[src/exu_pkg.sv]
/*
 * Execute stage package
 * Shared widths, data types, op and branch-condition encodings
 * and the bypass select bit positions
 */

package exu_pkg;

   localparam int unsigned XLEN        = 32;  // Data word width
   localparam int unsigned GHR_SIZE    = 8;   // Global history length
   localparam int unsigned BYP_SRC_NUM = 4;   // Forwarding sources

   // Bit positions in a bypass select
   localparam int unsigned BYP_R_RESULT = 0;  // R-stage result
   localparam int unsigned BYP_LSU_M    = 1;  // Load result in M
   localparam int unsigned BYP_X_RESULT = 2;  // X-stage ALU result
   localparam int unsigned BYP_LSU_NB   = 3;  // Non-blocking load data

   localparam int unsigned PC_STEP = 4;       // Fall-through increment in bytes

   typedef logic [XLEN-1:0]        word_t;
   typedef logic [31:1]            pc_t;      // Halfword aligned
   typedef logic [GHR_SIZE-1:0]    ghr_t;
   typedef logic [BYP_SRC_NUM-1:0] byp_sel_t; // One-hot or zero

   typedef enum logic [2:0] {
      ALU_ADD   = 3'd0,
      ALU_SUB   = 3'd1,
      ALU_AND   = 3'd2,
      ALU_OR    = 3'd3,
      ALU_XOR   = 3'd4,
      ALU_SLT   = 3'd5,
      ALU_SLTU  = 3'd6,
      ALU_PASSB = 3'd7
   } alu_op_t;

   typedef enum logic [2:0] {
      BR_NONE = 3'd0,  // Not a branch
      BR_EQ   = 3'd1,
      BR_NE   = 3'd2,
      BR_LT   = 3'd3,
      BR_GE   = 3'd4,
      BR_LTU  = 3'd5,
      BR_GEU  = 3'd6,
      BR_JAL  = 3'd7   // Always taken
   } br_cond_t;

endpackage

[src/exu_operand_sel.sv]
/*
 * Operand select
 * One-hot bypass network and source muxing for the ALU operands
 * and the qualified LSU operands, all within the decode cycle
 */

`timescale 1ns/1ps

module exu_operand_sel (
   input  exu_pkg::byp_sel_t i_rs1_byp_sel,
   input  exu_pkg::byp_sel_t i_rs2_byp_sel,
   input  logic              i_rs1_en,
   input  logic              i_rs2_en,
   input  logic              i_select_pc_d,        // PC to rs1, for jal
   input  exu_pkg::word_t    i_gpr_rs1,
   input  exu_pkg::word_t    i_gpr_rs2,
   input  exu_pkg::word_t    i_immed,
   input  exu_pkg::pc_t      i_pc_d,
   input  exu_pkg::word_t    i_dec_result_r,
   input  exu_pkg::word_t    i_lsu_result_m,
   input  exu_pkg::word_t    i_lsu_nonblock_data,
   input  exu_pkg::word_t    i_x_result,           // Fed back from the ALU
   input  logic              i_qual_lsu_d,         // LSU instruction in decode
   output exu_pkg::word_t    o_rs1,
   output exu_pkg::word_t    o_rs2,
   output exu_pkg::word_t    o_lsu_rs1,
   output exu_pkg::word_t    o_lsu_rs2
);

   function automatic exu_pkg::word_t byp_mux(
      input exu_pkg::byp_sel_t sel,
      input exu_pkg::word_t    r_result,
      input exu_pkg::word_t    lsu_m,
      input exu_pkg::word_t    x_result,
      input exu_pkg::word_t    lsu_nb
   );
      // AND-OR mux, relies on the select being one-hot
      byp_mux = ({exu_pkg::XLEN{sel[exu_pkg::BYP_R_RESULT]}} & r_result) |
                ({exu_pkg::XLEN{sel[exu_pkg::BYP_LSU_M]}}    & lsu_m)    |
                ({exu_pkg::XLEN{sel[exu_pkg::BYP_X_RESULT]}} & x_result) |
                ({exu_pkg::XLEN{sel[exu_pkg::BYP_LSU_NB]}}   & lsu_nb);
   endfunction

   logic           rs1_byp_en, rs2_byp_en;
   exu_pkg::word_t rs1_byp, rs2_byp;
   exu_pkg::word_t rs1_reg, rs2_reg;   // Bypass or gpr, shared with LSU

   assign rs1_byp_en = |i_rs1_byp_sel;
   assign rs2_byp_en = |i_rs2_byp_sel;
   assign rs1_byp = byp_mux(i_rs1_byp_sel, i_dec_result_r, i_lsu_result_m,
                            i_x_result, i_lsu_nonblock_data);
   assign rs2_byp = byp_mux(i_rs2_byp_sel, i_dec_result_r, i_lsu_result_m,
                            i_x_result, i_lsu_nonblock_data);

   assign rs1_reg = rs1_byp_en ? rs1_byp : (i_rs1_en ? i_gpr_rs1 : '0);
   assign rs2_reg = rs2_byp_en ? rs2_byp : (i_rs2_en ? i_gpr_rs2 : '0);

   assign o_rs1 = (!rs1_byp_en && i_select_pc_d) ? {i_pc_d, 1'b0} : rs1_reg;
   assign o_rs2 = (rs2_byp_en || i_rs2_en) ? rs2_reg : i_immed;  // Immediate fallback

   assign o_lsu_rs1 = rs1_reg & {exu_pkg::XLEN{i_qual_lsu_d}};  // Quiet when no LSU op
   assign o_lsu_rs2 = rs2_reg & {exu_pkg::XLEN{i_qual_lsu_d}};

   always_comb begin
      assert ($onehot0(i_rs1_byp_sel) && $onehot0(i_rs2_byp_sel))
         else $error("Bypass select not one-hot: rs1 %b rs2 %b",
                     i_rs1_byp_sel, i_rs2_byp_sel);
   end

endmodule

[src/exu_alu.sv]
/*
 * X-stage ALU
 * Captures operands, op and PC on the X strobe and computes the result
 * with one shared adder-subtractor that also gives the compare flags
 */

`timescale 1ns/1ps

module exu_alu (
   input  logic             clk,
   input  logic             i_reset,
   input  logic             i_x_en,
   input  exu_pkg::word_t   i_a,
   input  exu_pkg::word_t   i_b,
   input  exu_pkg::alu_op_t i_op,
   input  exu_pkg::pc_t     i_pc_d,
   output exu_pkg::word_t   o_result_x,
   output exu_pkg::pc_t     o_pc_x,
   output logic             o_eq,
   output logic             o_lt,   // Signed a < b
   output logic             o_ltu   // Unsigned a < b
);

   exu_pkg::word_t       a_x, b_x;
   exu_pkg::alu_op_t     op_x;
   exu_pkg::pc_t         pc_x;
   logic                 sub;
   exu_pkg::word_t       b_inv;
   logic [exu_pkg::XLEN:0] sum_ext;
   exu_pkg::word_t       sum;

   always_ff @(posedge clk) begin
      if (i_reset) begin
         op_x <= exu_pkg::ALU_ADD;
      end else if (i_x_en) begin
         op_x <= i_op;
      end
   end

   always_ff @(posedge clk) begin
      if (i_x_en) begin
         a_x  <= i_a;
         b_x  <= i_b;
         pc_x <= i_pc_d;
      end
   end

   // Anything but add runs the adder as a - b, so compares see the difference
   assign sub     = (op_x != exu_pkg::ALU_ADD);
   assign b_inv   = sub ? ~b_x : b_x;
   assign sum_ext = {1'b0, a_x} + {1'b0, b_inv} + {{exu_pkg::XLEN{1'b0}}, sub};
   assign sum     = sum_ext[exu_pkg::XLEN-1:0];

   assign o_eq  = (sum == '0);
   assign o_ltu = ~sum_ext[exu_pkg::XLEN];                      // Borrow out
   assign o_lt  = (a_x[exu_pkg::XLEN-1] != b_x[exu_pkg::XLEN-1]) ?
                  a_x[exu_pkg::XLEN-1] : sum[exu_pkg::XLEN-1];  // Sign differs, a decides

   always_comb begin
      case (op_x)
         exu_pkg::ALU_ADD,
         exu_pkg::ALU_SUB:   o_result_x = sum;
         exu_pkg::ALU_AND:   o_result_x = a_x & b_x;
         exu_pkg::ALU_OR:    o_result_x = a_x | b_x;
         exu_pkg::ALU_XOR:   o_result_x = a_x ^ b_x;
         exu_pkg::ALU_SLT:   o_result_x = {{(exu_pkg::XLEN-1){1'b0}}, o_lt};
         exu_pkg::ALU_SLTU:  o_result_x = {{(exu_pkg::XLEN-1){1'b0}}, o_ltu};
         exu_pkg::ALU_PASSB: o_result_x = b_x;
         default:            o_result_x = sum;
      endcase
   end

   assign o_pc_x = pc_x;

endmodule

[src/exu_branch_resolve.sv]
/*
 * X-stage branch resolution
 * Evaluates the branch condition, detects a mispredict against the
 * decode prediction and merges the X redirect with the trap flush
 */

`timescale 1ns/1ps

module exu_branch_resolve (
   input  logic              clk,
   input  logic              i_reset,
   input  logic              i_x_en,
   input  logic              i_alu_valid_d,
   input  exu_pkg::br_cond_t i_br_cond,
   input  logic [12:1]       i_br_immed,
   input  logic              i_pred_valid,
   input  logic              i_pred_taken,
   input  exu_pkg::pc_t      i_pc_x,
   input  logic              i_eq,
   input  logic              i_lt,
   input  logic              i_ltu,
   input  logic              i_tlu_flush_lower_r,   // Trap flush, wins over X
   input  exu_pkg::pc_t      i_tlu_flush_path_r,
   output logic              o_br_valid_x,
   output logic              o_taken_x,
   output logic              o_mispredict_x,
   output exu_pkg::pc_t      o_npc_x,
   output logic              o_flush_final,
   output exu_pkg::pc_t      o_flush_path_final
);

   exu_pkg::br_cond_t cond_x;
   logic [12:1]       brimm_x;
   logic              pred_taken_x;
   logic              valid_x;
   logic              cond_true;
   exu_pkg::pc_t      brimm_ext;
   logic              flush_upper_x;

   always_ff @(posedge clk) begin
      if (i_reset) begin
         valid_x      <= 1'b0;
         cond_x       <= exu_pkg::BR_NONE;
         pred_taken_x <= 1'b0;
      end else begin
         valid_x <= i_x_en & i_alu_valid_d & ~i_tlu_flush_lower_r;  // One-cycle pulse
         if (i_x_en) begin
            cond_x       <= i_br_cond;
            pred_taken_x <= i_pred_valid & i_pred_taken;  // No prediction means not taken
         end
      end
   end

   always_ff @(posedge clk) begin
      if (i_x_en) begin
         brimm_x <= i_br_immed;
      end
   end

   always_comb begin
      case (cond_x)
         exu_pkg::BR_EQ:  cond_true = i_eq;
         exu_pkg::BR_NE:  cond_true = ~i_eq;
         exu_pkg::BR_LT:  cond_true = i_lt;
         exu_pkg::BR_GE:  cond_true = ~i_lt;
         exu_pkg::BR_LTU: cond_true = i_ltu;
         exu_pkg::BR_GEU: cond_true = ~i_ltu;
         exu_pkg::BR_JAL: cond_true = 1'b1;
         default:         cond_true = 1'b0;
      endcase
   end

   assign o_br_valid_x   = valid_x & (cond_x != exu_pkg::BR_NONE);
   assign o_taken_x      = o_br_valid_x & cond_true;
   assign o_mispredict_x = o_br_valid_x & (cond_true != pred_taken_x);

   assign brimm_ext = {{19{brimm_x[12]}}, brimm_x};
   assign o_npc_x   = cond_true ? (i_pc_x + brimm_ext) :
                      (i_pc_x + exu_pkg::pc_t'(exu_pkg::PC_STEP >> 1));  // Halfword units

   assign flush_upper_x      = o_mispredict_x & ~i_tlu_flush_lower_r;
   assign o_flush_final      = i_tlu_flush_lower_r | flush_upper_x;
   assign o_flush_path_final = i_tlu_flush_lower_r ? i_tlu_flush_path_r : o_npc_x;

   a_trap_flush_priority: assert property (@(posedge clk) disable iff (i_reset)
      i_tlu_flush_lower_r |-> (o_flush_final && (o_flush_path_final == i_tlu_flush_path_r)))
      else $error("X redirect overrode trap flush path");

endmodule

[src/exu_ghr.sv]
/*
 * Global history registers
 * Decode-side history shifts in predictions, X-side history shifts in
 * resolved outcomes; decode restores from X on mispredict or trap flush
 */

`timescale 1ns/1ps

module exu_ghr (
   input  logic          clk,
   input  logic          i_reset,
   input  logic          i_x_en,
   input  logic          i_alu_valid_d,
   input  logic          i_pred_valid,
   input  logic          i_pred_taken,
   input  logic          i_br_valid_x,
   input  logic          i_taken_x,
   input  logic          i_mispredict_x,
   input  logic          i_tlu_flush_lower_r,
   output exu_pkg::ghr_t o_mp_fghr           // Decode restart history
);

   exu_pkg::ghr_t ghr_d, ghr_d_ns;
   exu_pkg::ghr_t ghr_x, ghr_x_ns;
   logic          pred_d;

   assign pred_d   = i_x_en & i_alu_valid_d & i_pred_valid;
   assign ghr_x_ns = i_br_valid_x ? {ghr_x[exu_pkg::GHR_SIZE-2:0], i_taken_x} : ghr_x;

   always_comb begin
      if (i_tlu_flush_lower_r) begin
         ghr_d_ns = ghr_x;                 // Trap, back to committed history
      end else if (i_mispredict_x) begin
         ghr_d_ns = ghr_x_ns;              // Includes the resolved branch
      end else if (pred_d) begin
         ghr_d_ns = {ghr_d[exu_pkg::GHR_SIZE-2:0], i_pred_taken};
      end else begin
         ghr_d_ns = ghr_d;
      end
   end

   always_ff @(posedge clk) begin
      if (i_reset) begin
         ghr_d <= '0;
         ghr_x <= '0;
      end else begin
         ghr_d <= ghr_d_ns;
         ghr_x <= ghr_x_ns;
      end
   end

   assign o_mp_fghr = ghr_x_ns;

endmodule

[src/exu_branch_pipe.sv]
/*
 * R-stage branch report
 * Captures the resolved X branch on the R strobe for the decoder
 */

`timescale 1ns/1ps

module exu_branch_pipe (
   input  logic         clk,
   input  logic         i_reset,
   input  logic         i_r_en,
   input  logic         i_br_valid_x,
   input  logic         i_mispredict_x,
   input  logic         i_taken_x,
   input  exu_pkg::pc_t i_npc_x,
   input  logic         i_tlu_flush_lower_r,
   output logic         o_br_valid_r,
   output logic         o_br_mp_r,
   output logic         o_br_taken_r,
   output exu_pkg::pc_t o_npc_r
);

   always_ff @(posedge clk) begin
      if (i_reset) begin
         o_br_valid_r <= 1'b0;
         o_br_mp_r    <= 1'b0;
         o_br_taken_r <= 1'b0;
      end else begin
         if (i_tlu_flush_lower_r) begin
            o_br_valid_r <= 1'b0;           // Killed by trap
         end else if (i_r_en) begin
            o_br_valid_r <= i_br_valid_x;
         end
         if (i_r_en) begin
            o_br_mp_r    <= i_mispredict_x;
            o_br_taken_r <= i_taken_x;
         end
      end
   end

   always_ff @(posedge clk) begin
      if (i_r_en) begin
         o_npc_r <= i_npc_x;
      end
   end

endmodule

[src/exu.sv]
/*
 * Execute stage top
 * Operand select, X-stage ALU and branch resolution, global history
 * and the R-stage branch report
 */

`timescale 1ns/1ps

module exu (
   input  logic              clk,
   input  logic              i_reset,
   input  logic              i_x_en,               // Capture decode into X
   input  logic              i_r_en,               // Capture X into R
   input  exu_pkg::byp_sel_t i_rs1_byp_sel,
   input  exu_pkg::byp_sel_t i_rs2_byp_sel,
   input  logic              i_rs1_en,
   input  logic              i_rs2_en,
   input  logic              i_select_pc_d,
   input  exu_pkg::word_t    i_gpr_rs1,
   input  exu_pkg::word_t    i_gpr_rs2,
   input  exu_pkg::word_t    i_immed,
   input  exu_pkg::pc_t      i_pc_d,
   input  exu_pkg::word_t    i_dec_result_r,
   input  exu_pkg::word_t    i_lsu_result_m,
   input  exu_pkg::word_t    i_lsu_nonblock_data,
   input  logic              i_alu_valid_d,
   input  exu_pkg::alu_op_t  i_alu_op,
   input  exu_pkg::br_cond_t i_br_cond,
   input  logic [12:1]       i_br_immed,
   input  logic              i_pred_valid,
   input  logic              i_pred_taken,
   input  logic              i_qual_lsu_d,
   input  logic              i_tlu_flush_lower_r,
   input  exu_pkg::pc_t      i_tlu_flush_path_r,
   output exu_pkg::word_t    o_lsu_rs1_d,
   output exu_pkg::word_t    o_lsu_rs2_d,
   output exu_pkg::word_t    o_i0_result_x,
   output exu_pkg::pc_t      o_i0_pc_x,
   output logic              o_flush_final,
   output exu_pkg::pc_t      o_flush_path_final,
   output logic              o_br_valid_r,
   output logic              o_br_mp_r,
   output logic              o_br_taken_r,
   output exu_pkg::pc_t      o_npc_r,
   output exu_pkg::ghr_t     o_mp_fghr
);

   exu_pkg::word_t rs1_d, rs2_d;
   logic           eq_x, lt_x, ltu_x;
   logic           br_valid_x, taken_x, mispredict_x;
   exu_pkg::pc_t   npc_x;

   exu_operand_sel u_operand_sel (
      .i_rs1_byp_sel(i_rs1_byp_sel), .i_rs2_byp_sel(i_rs2_byp_sel),
      .i_rs1_en(i_rs1_en), .i_rs2_en(i_rs2_en), .i_select_pc_d(i_select_pc_d),
      .i_gpr_rs1(i_gpr_rs1), .i_gpr_rs2(i_gpr_rs2), .i_immed(i_immed), .i_pc_d(i_pc_d),
      .i_dec_result_r(i_dec_result_r), .i_lsu_result_m(i_lsu_result_m),
      .i_lsu_nonblock_data(i_lsu_nonblock_data), .i_x_result(o_i0_result_x),
      .i_qual_lsu_d(i_qual_lsu_d), .o_rs1(rs1_d), .o_rs2(rs2_d),
      .o_lsu_rs1(o_lsu_rs1_d), .o_lsu_rs2(o_lsu_rs2_d));

   exu_alu u_alu (
      .clk(clk), .i_reset(i_reset), .i_x_en(i_x_en), .i_a(rs1_d), .i_b(rs2_d),
      .i_op(i_alu_op), .i_pc_d(i_pc_d), .o_result_x(o_i0_result_x), .o_pc_x(o_i0_pc_x),
      .o_eq(eq_x), .o_lt(lt_x), .o_ltu(ltu_x));

   exu_branch_resolve u_branch_resolve (
      .clk(clk), .i_reset(i_reset), .i_x_en(i_x_en), .i_alu_valid_d(i_alu_valid_d),
      .i_br_cond(i_br_cond), .i_br_immed(i_br_immed), .i_pred_valid(i_pred_valid),
      .i_pred_taken(i_pred_taken), .i_pc_x(o_i0_pc_x), .i_eq(eq_x), .i_lt(lt_x),
      .i_ltu(ltu_x), .i_tlu_flush_lower_r(i_tlu_flush_lower_r),
      .i_tlu_flush_path_r(i_tlu_flush_path_r), .o_br_valid_x(br_valid_x),
      .o_taken_x(taken_x), .o_mispredict_x(mispredict_x), .o_npc_x(npc_x),
      .o_flush_final(o_flush_final), .o_flush_path_final(o_flush_path_final));

   exu_ghr u_ghr (
      .clk(clk), .i_reset(i_reset), .i_x_en(i_x_en), .i_alu_valid_d(i_alu_valid_d),
      .i_pred_valid(i_pred_valid), .i_pred_taken(i_pred_taken),
      .i_br_valid_x(br_valid_x), .i_taken_x(taken_x), .i_mispredict_x(mispredict_x),
      .i_tlu_flush_lower_r(i_tlu_flush_lower_r), .o_mp_fghr(o_mp_fghr));

   exu_branch_pipe u_branch_pipe (
      .clk(clk), .i_reset(i_reset), .i_r_en(i_r_en), .i_br_valid_x(br_valid_x),
      .i_mispredict_x(mispredict_x), .i_taken_x(taken_x), .i_npc_x(npc_x),
      .i_tlu_flush_lower_r(i_tlu_flush_lower_r), .o_br_valid_r(o_br_valid_r),
      .o_br_mp_r(o_br_mp_r), .o_br_taken_r(o_br_taken_r), .o_npc_r(o_npc_r));

endmodule

[config.mk]
export PLATFORM = sky130hd
export DESIGN_NAME = exu
export DESIGN_NICKNAME = d
export VERILOG_FILES = /design/src/exu_pkg.sv /design/src/exu_operand_sel.sv /design/src/exu_alu.sv /design/src/exu_branch_resolve.sv /design/src/exu_ghr.sv /design/src/exu_branch_pipe.sv /design/src/exu.sv
export SDC_FILE = /design/constraint.sdc
export NUM_CORES = 1
export LEC_CHECK = 0
export BUFFER_PORTS_ARGS = -buffer_cell sky130_fd_sc_hd__buf_2
export CAP_MARGIN = 25
export CORE_AREA = 4 4 191 193
export DETAILED_ROUTE_END_ITERATION = 6
export DIE_AREA = 0 0 195 197
export PLACE_DENSITY = 0.78
export SETUP_SLACK_MARGIN = 0.4
export SYNTH_ARGS = -nofsm -noshare
export SYNTH_HDL_FRONTEND = slang
export SYNTH_HIERARCHICAL = 1
export SYNTH_SLANG_ARGS = --single-unit
[constraint.sdc]
create_clock -name clk -period 6.1 [get_ports clk]
set_input_delay 0.305 -clock clk [delete_from_list [all_inputs] [get_ports clk]]
set_output_delay 0.305 -clock clk [all_outputs]
set_load 0.03 [all_outputs]
Yosys cells after proc, flatten, opt, wreduce, memory -nomap -nowiden
Index checks and enable logic that the tools add are counted.
{"block": "totals", "register_bits": 157, "inputBits": 292, "output_inout_bits": 201, "wordCells": 90}
{"block": "op_classes", "n_addsub": 4, "n_eq_ne": 16, "n_mux": 13, "bitwise_logic": 32, "n_reduce_logical": 11}
{"op": "$and A32 B32 Y32", "n": 11}
{"op": "$mux W32", "n": 7}
{"op": "$or A32 B32 Y32", "n": 7}
{"op": "$pmux W32 S7", "n": 1}
{"op": "$mux W31", "n": 2}
{"op": "$add A32 B32 Y33", "n": 1}
{"op": "$add A33 B1 Y33", "n": 1}
{"op": "$logic_not A32 Y1", "n": 1}
{"op": "$not A32 Y32", "n": 1}
{"op": "$xor A32 B32 Y32", "n": 1}
{"op": "$add A31 B2 Y31 const B", "n": 1}
{"op": "$add A31 B31 Y31", "n": 1}
{"op": "$eq A3 B3 Y1 const B", "n": 8}
{"op": "$eq A3 B2 Y1 const B", "n": 4}
{"op": "$mux W8", "n": 1}
{"op": "$reduce_or A4 Y1", "n": 2}
{"op": "$and A1 B1 Y1", "n": 7}
{"op": "$pmux W1 S7", "n": 1}
{"op": "$eq A3 B1 Y1 const B", "n": 2}
{"op": "$reduce_bool A3 Y1", "n": 2}
{"op": "$not A1 Y1", "n": 4}
{"op": "$reduce_or A2 Y1", "n": 2}
{"op": "$logic_not A3 Y1", "n": 1}
{"op": "$ne A1 B1 Y1", "n": 2}
{"op": "5 further kinds", "n": 5}

Depth between registers and ports, before layout
{"block": "depth", "depth_word": 11, "ltp_mapped": 27, "depth_no_buf": 23}

Cells and area by module
Netlist, hierarchy kept.
{"module": "exu_alu", "instances": 1, "cells_per_inst": 758, "area_each_um2": 7404.6, "seq_area_each_um2": 2912.8}
{"module": "exu_branch_resolve", "instances": 1, "cells_per_inst": 444, "area_each_um2": 3410.8, "seq_area_each_um2": 460.4}
{"module": "exu_operand_sel", "instances": 1, "cells_per_inst": 521, "area_each_um2": 3382.0, "seq_area_each_um2": 0.0}
{"module": "exu_branch_pipe", "instances": 1, "cells_per_inst": 40, "area_each_um2": 1038.5, "seq_area_each_um2": 991.0}
{"module": "exu_ghr", "instances": 1, "cells_per_inst": 25, "area_each_um2": 341.6, "seq_area_each_um2": 160.2}

Worst setup path before layout
OpenSTA, ideal clock, no wires.
{"block": "synth_path", "kind": "reg-to-output", "startpoint": "register u_alu.op_x[0]", "endpoint": "output port o_flush_path_final[30]", "arrival_ns": 6.202, "required_time_ns": 5.795, "path_slack_ns": -0.407, "stages_incl_launch_ff": 26, "n_path_buf": 4, "cell_sequence": "dfxtp_1 buf_4 clkbuf_1 nor3_1 clkbuf_1 xnor2_1 ha_1 buf_2 a21oi_2 o21ai_0 a21oi_2 a21oi_2 or3_4 a2111oi_4 nand4b_1 or4_1 and4bb_1 and4_1 nor2_1 a31oi_1 nor2_1 a211oi_1 nand2_1 mux2i_1 nor3_1 o31ai_1"}
{"block": "synth_between", "elab_chain_len": 9, "word_cells_on_any_way": 12, "classes_between": "add/sub (2); mux (5); bitwise (3); reduce/logical (2)"}
{"element": "start: declaration", "line": "exu_alu.sv:25", "rtl": "exu_pkg::alu_op_t op_x;"}
{"element": "start signal: assignment", "line": "exu_alu.sv:34", "rtl": "op_x <= exu_pkg::ALU_ADD;"}
{"element": "start signal: assignment", "line": "exu_alu.sv:36", "rtl": "op_x <= i_op;"}
{"element": "$reduce_bool A3 Y1 *", "line": "exu_alu.sv:49", "rtl": "assign sub = (op_x != exu_pkg::ALU_ADD);"}
{"element": "$mux W32", "line": "exu_alu.sv:50", "rtl": "assign b_inv = sub ? ~b_x : b_x;"}
{"element": "$add A32 B32 Y33", "line": "exu_alu.sv:51", "rtl": "assign sum_ext = {1'b0, a_x} + {1'b0, b_inv} + {{exu_pkg::XLEN{1'b0}}, sub};"}
{"element": "$add A33 B1 Y33 *", "line": "exu_alu.sv:51"}
{"element": "$logic_not A32 Y1 *", "line": "exu_alu.sv:54", "rtl": "assign o_eq = (sum == '0);"}
{"element": "net eq_x", "line": "exu.sv:49", "rtl": "logic eq_x, lt_x, ltu_x;"}
{"element": "$not A1 Y1", "line": "exu_branch_resolve.sv:63", "rtl": "exu_pkg::BR_NE: cond_true = ~i_eq;"}
{"element": "$pmux W1 S7 *", "line": "exu_branch_resolve.sv:61", "rtl": "case (cond_x)"}
{"element": "$mux W31 *", "line": "exu_branch_resolve.sv:78", "rtl": "assign o_npc_x = cond_true ? (i_pc_x + brimm_ext) :"}
{"element": "$mux W31 *", "line": "exu_branch_resolve.sv:83", "rtl": "assign o_flush_path_final = i_tlu_flush_lower_r ? i_tlu_flush_path_r : o_npc_x;"}
{"element": "end: declaration", "line": "exu.sv:40", "rtl": "output exu_pkg::pc_t o_flush_path_final,"}
Mark *: on every way through the listed nets, which the timed path passes. The rest lies on a longest branch.

Worst setup path in the final report
{"block": "layout_path", "startpoint": "register u_alu.op_x[0]", "endpoint": "output port o_flush_path_final[10]"}
{"block": "layout_between", "elab_chain_len": 9, "word_cells_on_any_way": 12, "classes_between": "add/sub (2); mux (5); bitwise (3); reduce/logical (2)"}
{"element": "$reduce_bool A3 Y1 *", "line": "exu_alu.sv:49"}
{"element": "$mux W32", "line": "exu_alu.sv:50"}
{"element": "$add A32 B32 Y33", "line": "exu_alu.sv:51"}
{"element": "$add A33 B1 Y33 *", "line": "exu_alu.sv:51"}
{"element": "$logic_not A32 Y1 *", "line": "exu_alu.sv:54"}
{"element": "net eq_x", "line": "exu.sv:49"}
{"element": "$not A1 Y1", "line": "exu_branch_resolve.sv:63"}
{"element": "$pmux W1 S7 *", "line": "exu_branch_resolve.sv:61"}
{"element": "$mux W31 *", "line": "exu_branch_resolve.sv:78"}
{"element": "net npc_x[10]", "line": "exu.sv:51", "rtl": "exu_pkg::pc_t npc_x;"}
{"element": "$mux W31 *", "line": "exu_branch_resolve.sv:83"}
Marked as above.

==> results.md <==
- Outcome: finished with violations
- Failing checks: setup timing
- Clock buffer depth: 2
- Initial DRT Pass Iterations: 6
- Most Frequent Cell on Critical Path: buf_6
- Slew at the pin closest to its max-slew limit: ~1.1 ns
- CP Buf/Inv Count: 5
- Clk sinks: 157
- Post-route DRC: 0
- Synth Area per Inst: 8.71 um^2
- Avg WL per Cell: 24.6 um
- First-pass GRT wire length: approximately 97000 um
- Clock skew: 0.00969 ns
- PnR worst setup slack: -0.0870 ns
- Leak: 0.00903 uW
- RSZ-0062 raised after global routing: true
- Vias in the first global route: 15900
- Clk_lat worst skew: 0.44 ns
- Nets@finish: approximately 2700
- DPL Wire Length: 52000 um
- Die Height: 197 um
- Slew Limit Headroom: 26.6%
- Final Wtd Congestion: around 0.99
- Main area contributors after synthesis: edfxtp_1, ha_1, a22oi_1
- Initial Util: around 45%
- Critical path's top delay family: compound AO/OA/AOI/OAI gates
- Final instance area: 19900 um^2
- Final critical-path share of the clock period: 101%
- Fin Hold WS: between 0.03 and 0.04 ns
- Critical Path Fanout Max: 6
- Vias/cell: 6.20
- Predominant post-synthesis flop cell: edfxtp_1
- Placed cell areas: 18400 um^2
- # port buffers: 492
- Crit-path max cell delay: 0.47 ns
- Root Driver: clkbuf_16
- I/O Pins: 493
- Initial DRC Count: 1585
- Share of Yosys cell area claimed by the top area cell type: 26.6%
- Final setup fails: 19
- Critical path type: reg2out
- Worst Path Arrival: 5.88 ns
- Slowest-stage cell, CP: or4_1
- Fin. max-slew vios: 0
- Synth Net Count: between 2000 and 2500
- Max Fclk: 0.162 GHz
- HP Class: in2reg
- CP startpoint kind: flip-flop
- Dominant cell type by area after synthesis: edfxtp_1
- P&R area growth vs syn: 27.8%
- Sequential share of the synthesized area: 29.0%
- Layout cell share with drive strength beyond 1: 33.1%
- H-tree depth: 4
- TritonCTS clock tree: built
- Share of flip-flops with an asynchronous set or reset: 0%
- Post-route ant nets: 0
- Via count: 16800
- Synthesis-stage register bit count: 157
- GR Overflow Total: 0
- Post-Syn Area: 15600 um^2
- Overall die width: 195 um
- Unique masters post-synth: 89
- GRT Overall Usage: ~32%
- Min Tclk post-route: approximately 6.2 ns
- Crit end category: primary output
- Post-Route WL: 66600 um
- Largest net degree at the start of global routing: 67
- Initial antenna violation count: 2
- EDFF count, synth: 138
- Crit path required time: 5.79 ns
- Die area: 38400 um^2
- YS warnings: 6
- Number of buffers created by CTS: 17
- Placeable core area: between 30000 and 40000 um^2
- Synth cell count leaders: nand2_1, edfxtp_1, a21oi_1
- VDD IR max: around 0.17 mV
- # rows: ~70
- Hold Fails Final Rpt: 0
- PwrDens: 312 nW/um^2
- Max-cap violations: 0
- Top-count cell post-synth: nand2_1
- Worst-path clk slew: 0.07 ns
- Design Power: 6210 uW
- Gate Count Post-Synth: about 1800
layout by cell type, fill, tap and decap left out, drive strengths merged, types with 18 or more instances in the layout:
master and count:
inv 99, a221oi 27, and3 44, dfxtp 19
xnor2 73, mux2 38, ha 126, a21oi 135
o21ai 80, buf 545, clkbuf 25, a21o 49
nand3 22, mux2i 19, nor2 131, a22oi 121
o211ai 31, nor3 18, nand2 167, and2 31
o21a 50, xor2 39, o22a 31, edfxtp 138
layout make-up:
class                      instances  area (um^2)
fill                            3151        14600
multi-input combinational       1421        10700
sequential                       157         4530
timing repair buffer             551         3200
tap                              455          569
clock buffer                      20          478
inverter                          91          342
clock inverter                    12         96.3
antenna                            4         10.0
power breakdown:
part           switching, uW  total [uW]  internal (uW)  leakage (uW)
logic                   2370        3690           1320       0.00727
clock network            489        1070            578      0.000292
registers                130        1450           1320       0.00147
total                   2990        6210           3220       0.00903
logic make-up (layout without fill, tap and decap cells):
group                    after synthesis  count (layout)  synth area share [%]
buffers and inverters                210             674                  5.52
XOR/XNOR                             112             112                  6.30
AO/OA/AOI/OAI                        642             642                  29.6
other                                  0               4                     0
adder cells (fa/ha/maj)              128             128                  10.4
flip-flops                           157             157                  29.0
AND/OR/NAND/NOR                      482             482                  15.0
multiplexers                          57              57                  4.16
repair_timing:
action	CTS	global route
gates resized for setup	118	48
gates cloned	2	3
setup buffers	17	11
endpoints found under the setup margin	33	34
hold endpoints to repair	0	0
hold buffers	0	0
pin swaps	24	17
per-layer routing:
metal	vias to the layer above	global-route usage (%)	wire, um
met2	1021	52.8	30800
met3	192	6.39	6160
met4	0	13.8	3390
li1	7594	-	-
met1	7993	41.8	26200
met5	-	0	0
through the flow:
stage / setup TNS (ns) / instances / util (%) / setup slack, ns
detailed placement: 0 / 2641 / 53.2 / 0.0911
CTS: 0 / 2692 / 56.5 / 0.0766
floorplan: 0 / 1788 / - / 0.361
finish: -0.782 / 2711 / 57.6 / -0.0870
global route: -6.86 / 2709 / 57.6 / -0.289
global placement: 0 / 2641 / 53.2 / 0.184
registers in the layout, indices dropped and copies added, names as in the netlist:
name	cells
u_branch_resolve/valid_x	1
u_alu/op_x	3
u_branch_pipe/o_br_mp_r	1
u_ghr/ghr_x	8
u_alu/o_pc_x	31
u_branch_pipe/o_br_valid_r	1
u_alu/a_x	32
u_branch_resolve/cond_x	3
u_alu/b_x	32
u_branch_pipe/o_br_taken_r	1
u_branch_resolve/brimm_x	12
u_branch_resolve/pred_taken_x	1
u_branch_pipe/o_npc_r	31
final timing paths:
check | start | endpoint | slack, ns | cells after the start
worst max register to register | u_alu/op_x[0]$_SDFFE_PP0P_ | u_ghr/ghr_x[0]$_SDFF_PP0_ | 0.72 | 24
worst max-delay path | u_alu/op_x[0]$_SDFFE_PP0P_ | o_flush_path_final[10] | -0.09 | 25
worst min-delay path | i_br_immed[12] | u_branch_resolve/brimm_x[12]$_DFFE_PP_ | 0.04 | 1
worst min register to register | u_branch_resolve/pred_taken_x$_SDFFE_PP0P_ | u_branch_resolve/pred_taken_x$_SDFFE_PP0P_ | 0.50 | 2
worst register-to-register path, stage by stage (launching register included):
cell and delay [ns]:
dfxtp_4 0.37, nor3_4 0.21, buf_6 0.16, xnor2_4 0.13, inv_2 0.06, fa_2 0.37
nand2b_4 0.15, a211o_4 0.35, a21oi_4 0.20, o211ai_1 0.18, a311o_1 0.36, o211ai_1 0.12
nand4bb_1 0.12, or4_1 0.47, and4bb_1 0.28, and4_4 0.23, nor2_1 0.05, a31oi_1 0.23
nor2_2 0.10, a211o_4 0.37, buf_6 0.15, clkbuf_16 0.17, nor2_2 0.15, mux2_4 0.17
nor2b_1 0.12
Power figures use the tool's default switching activity.
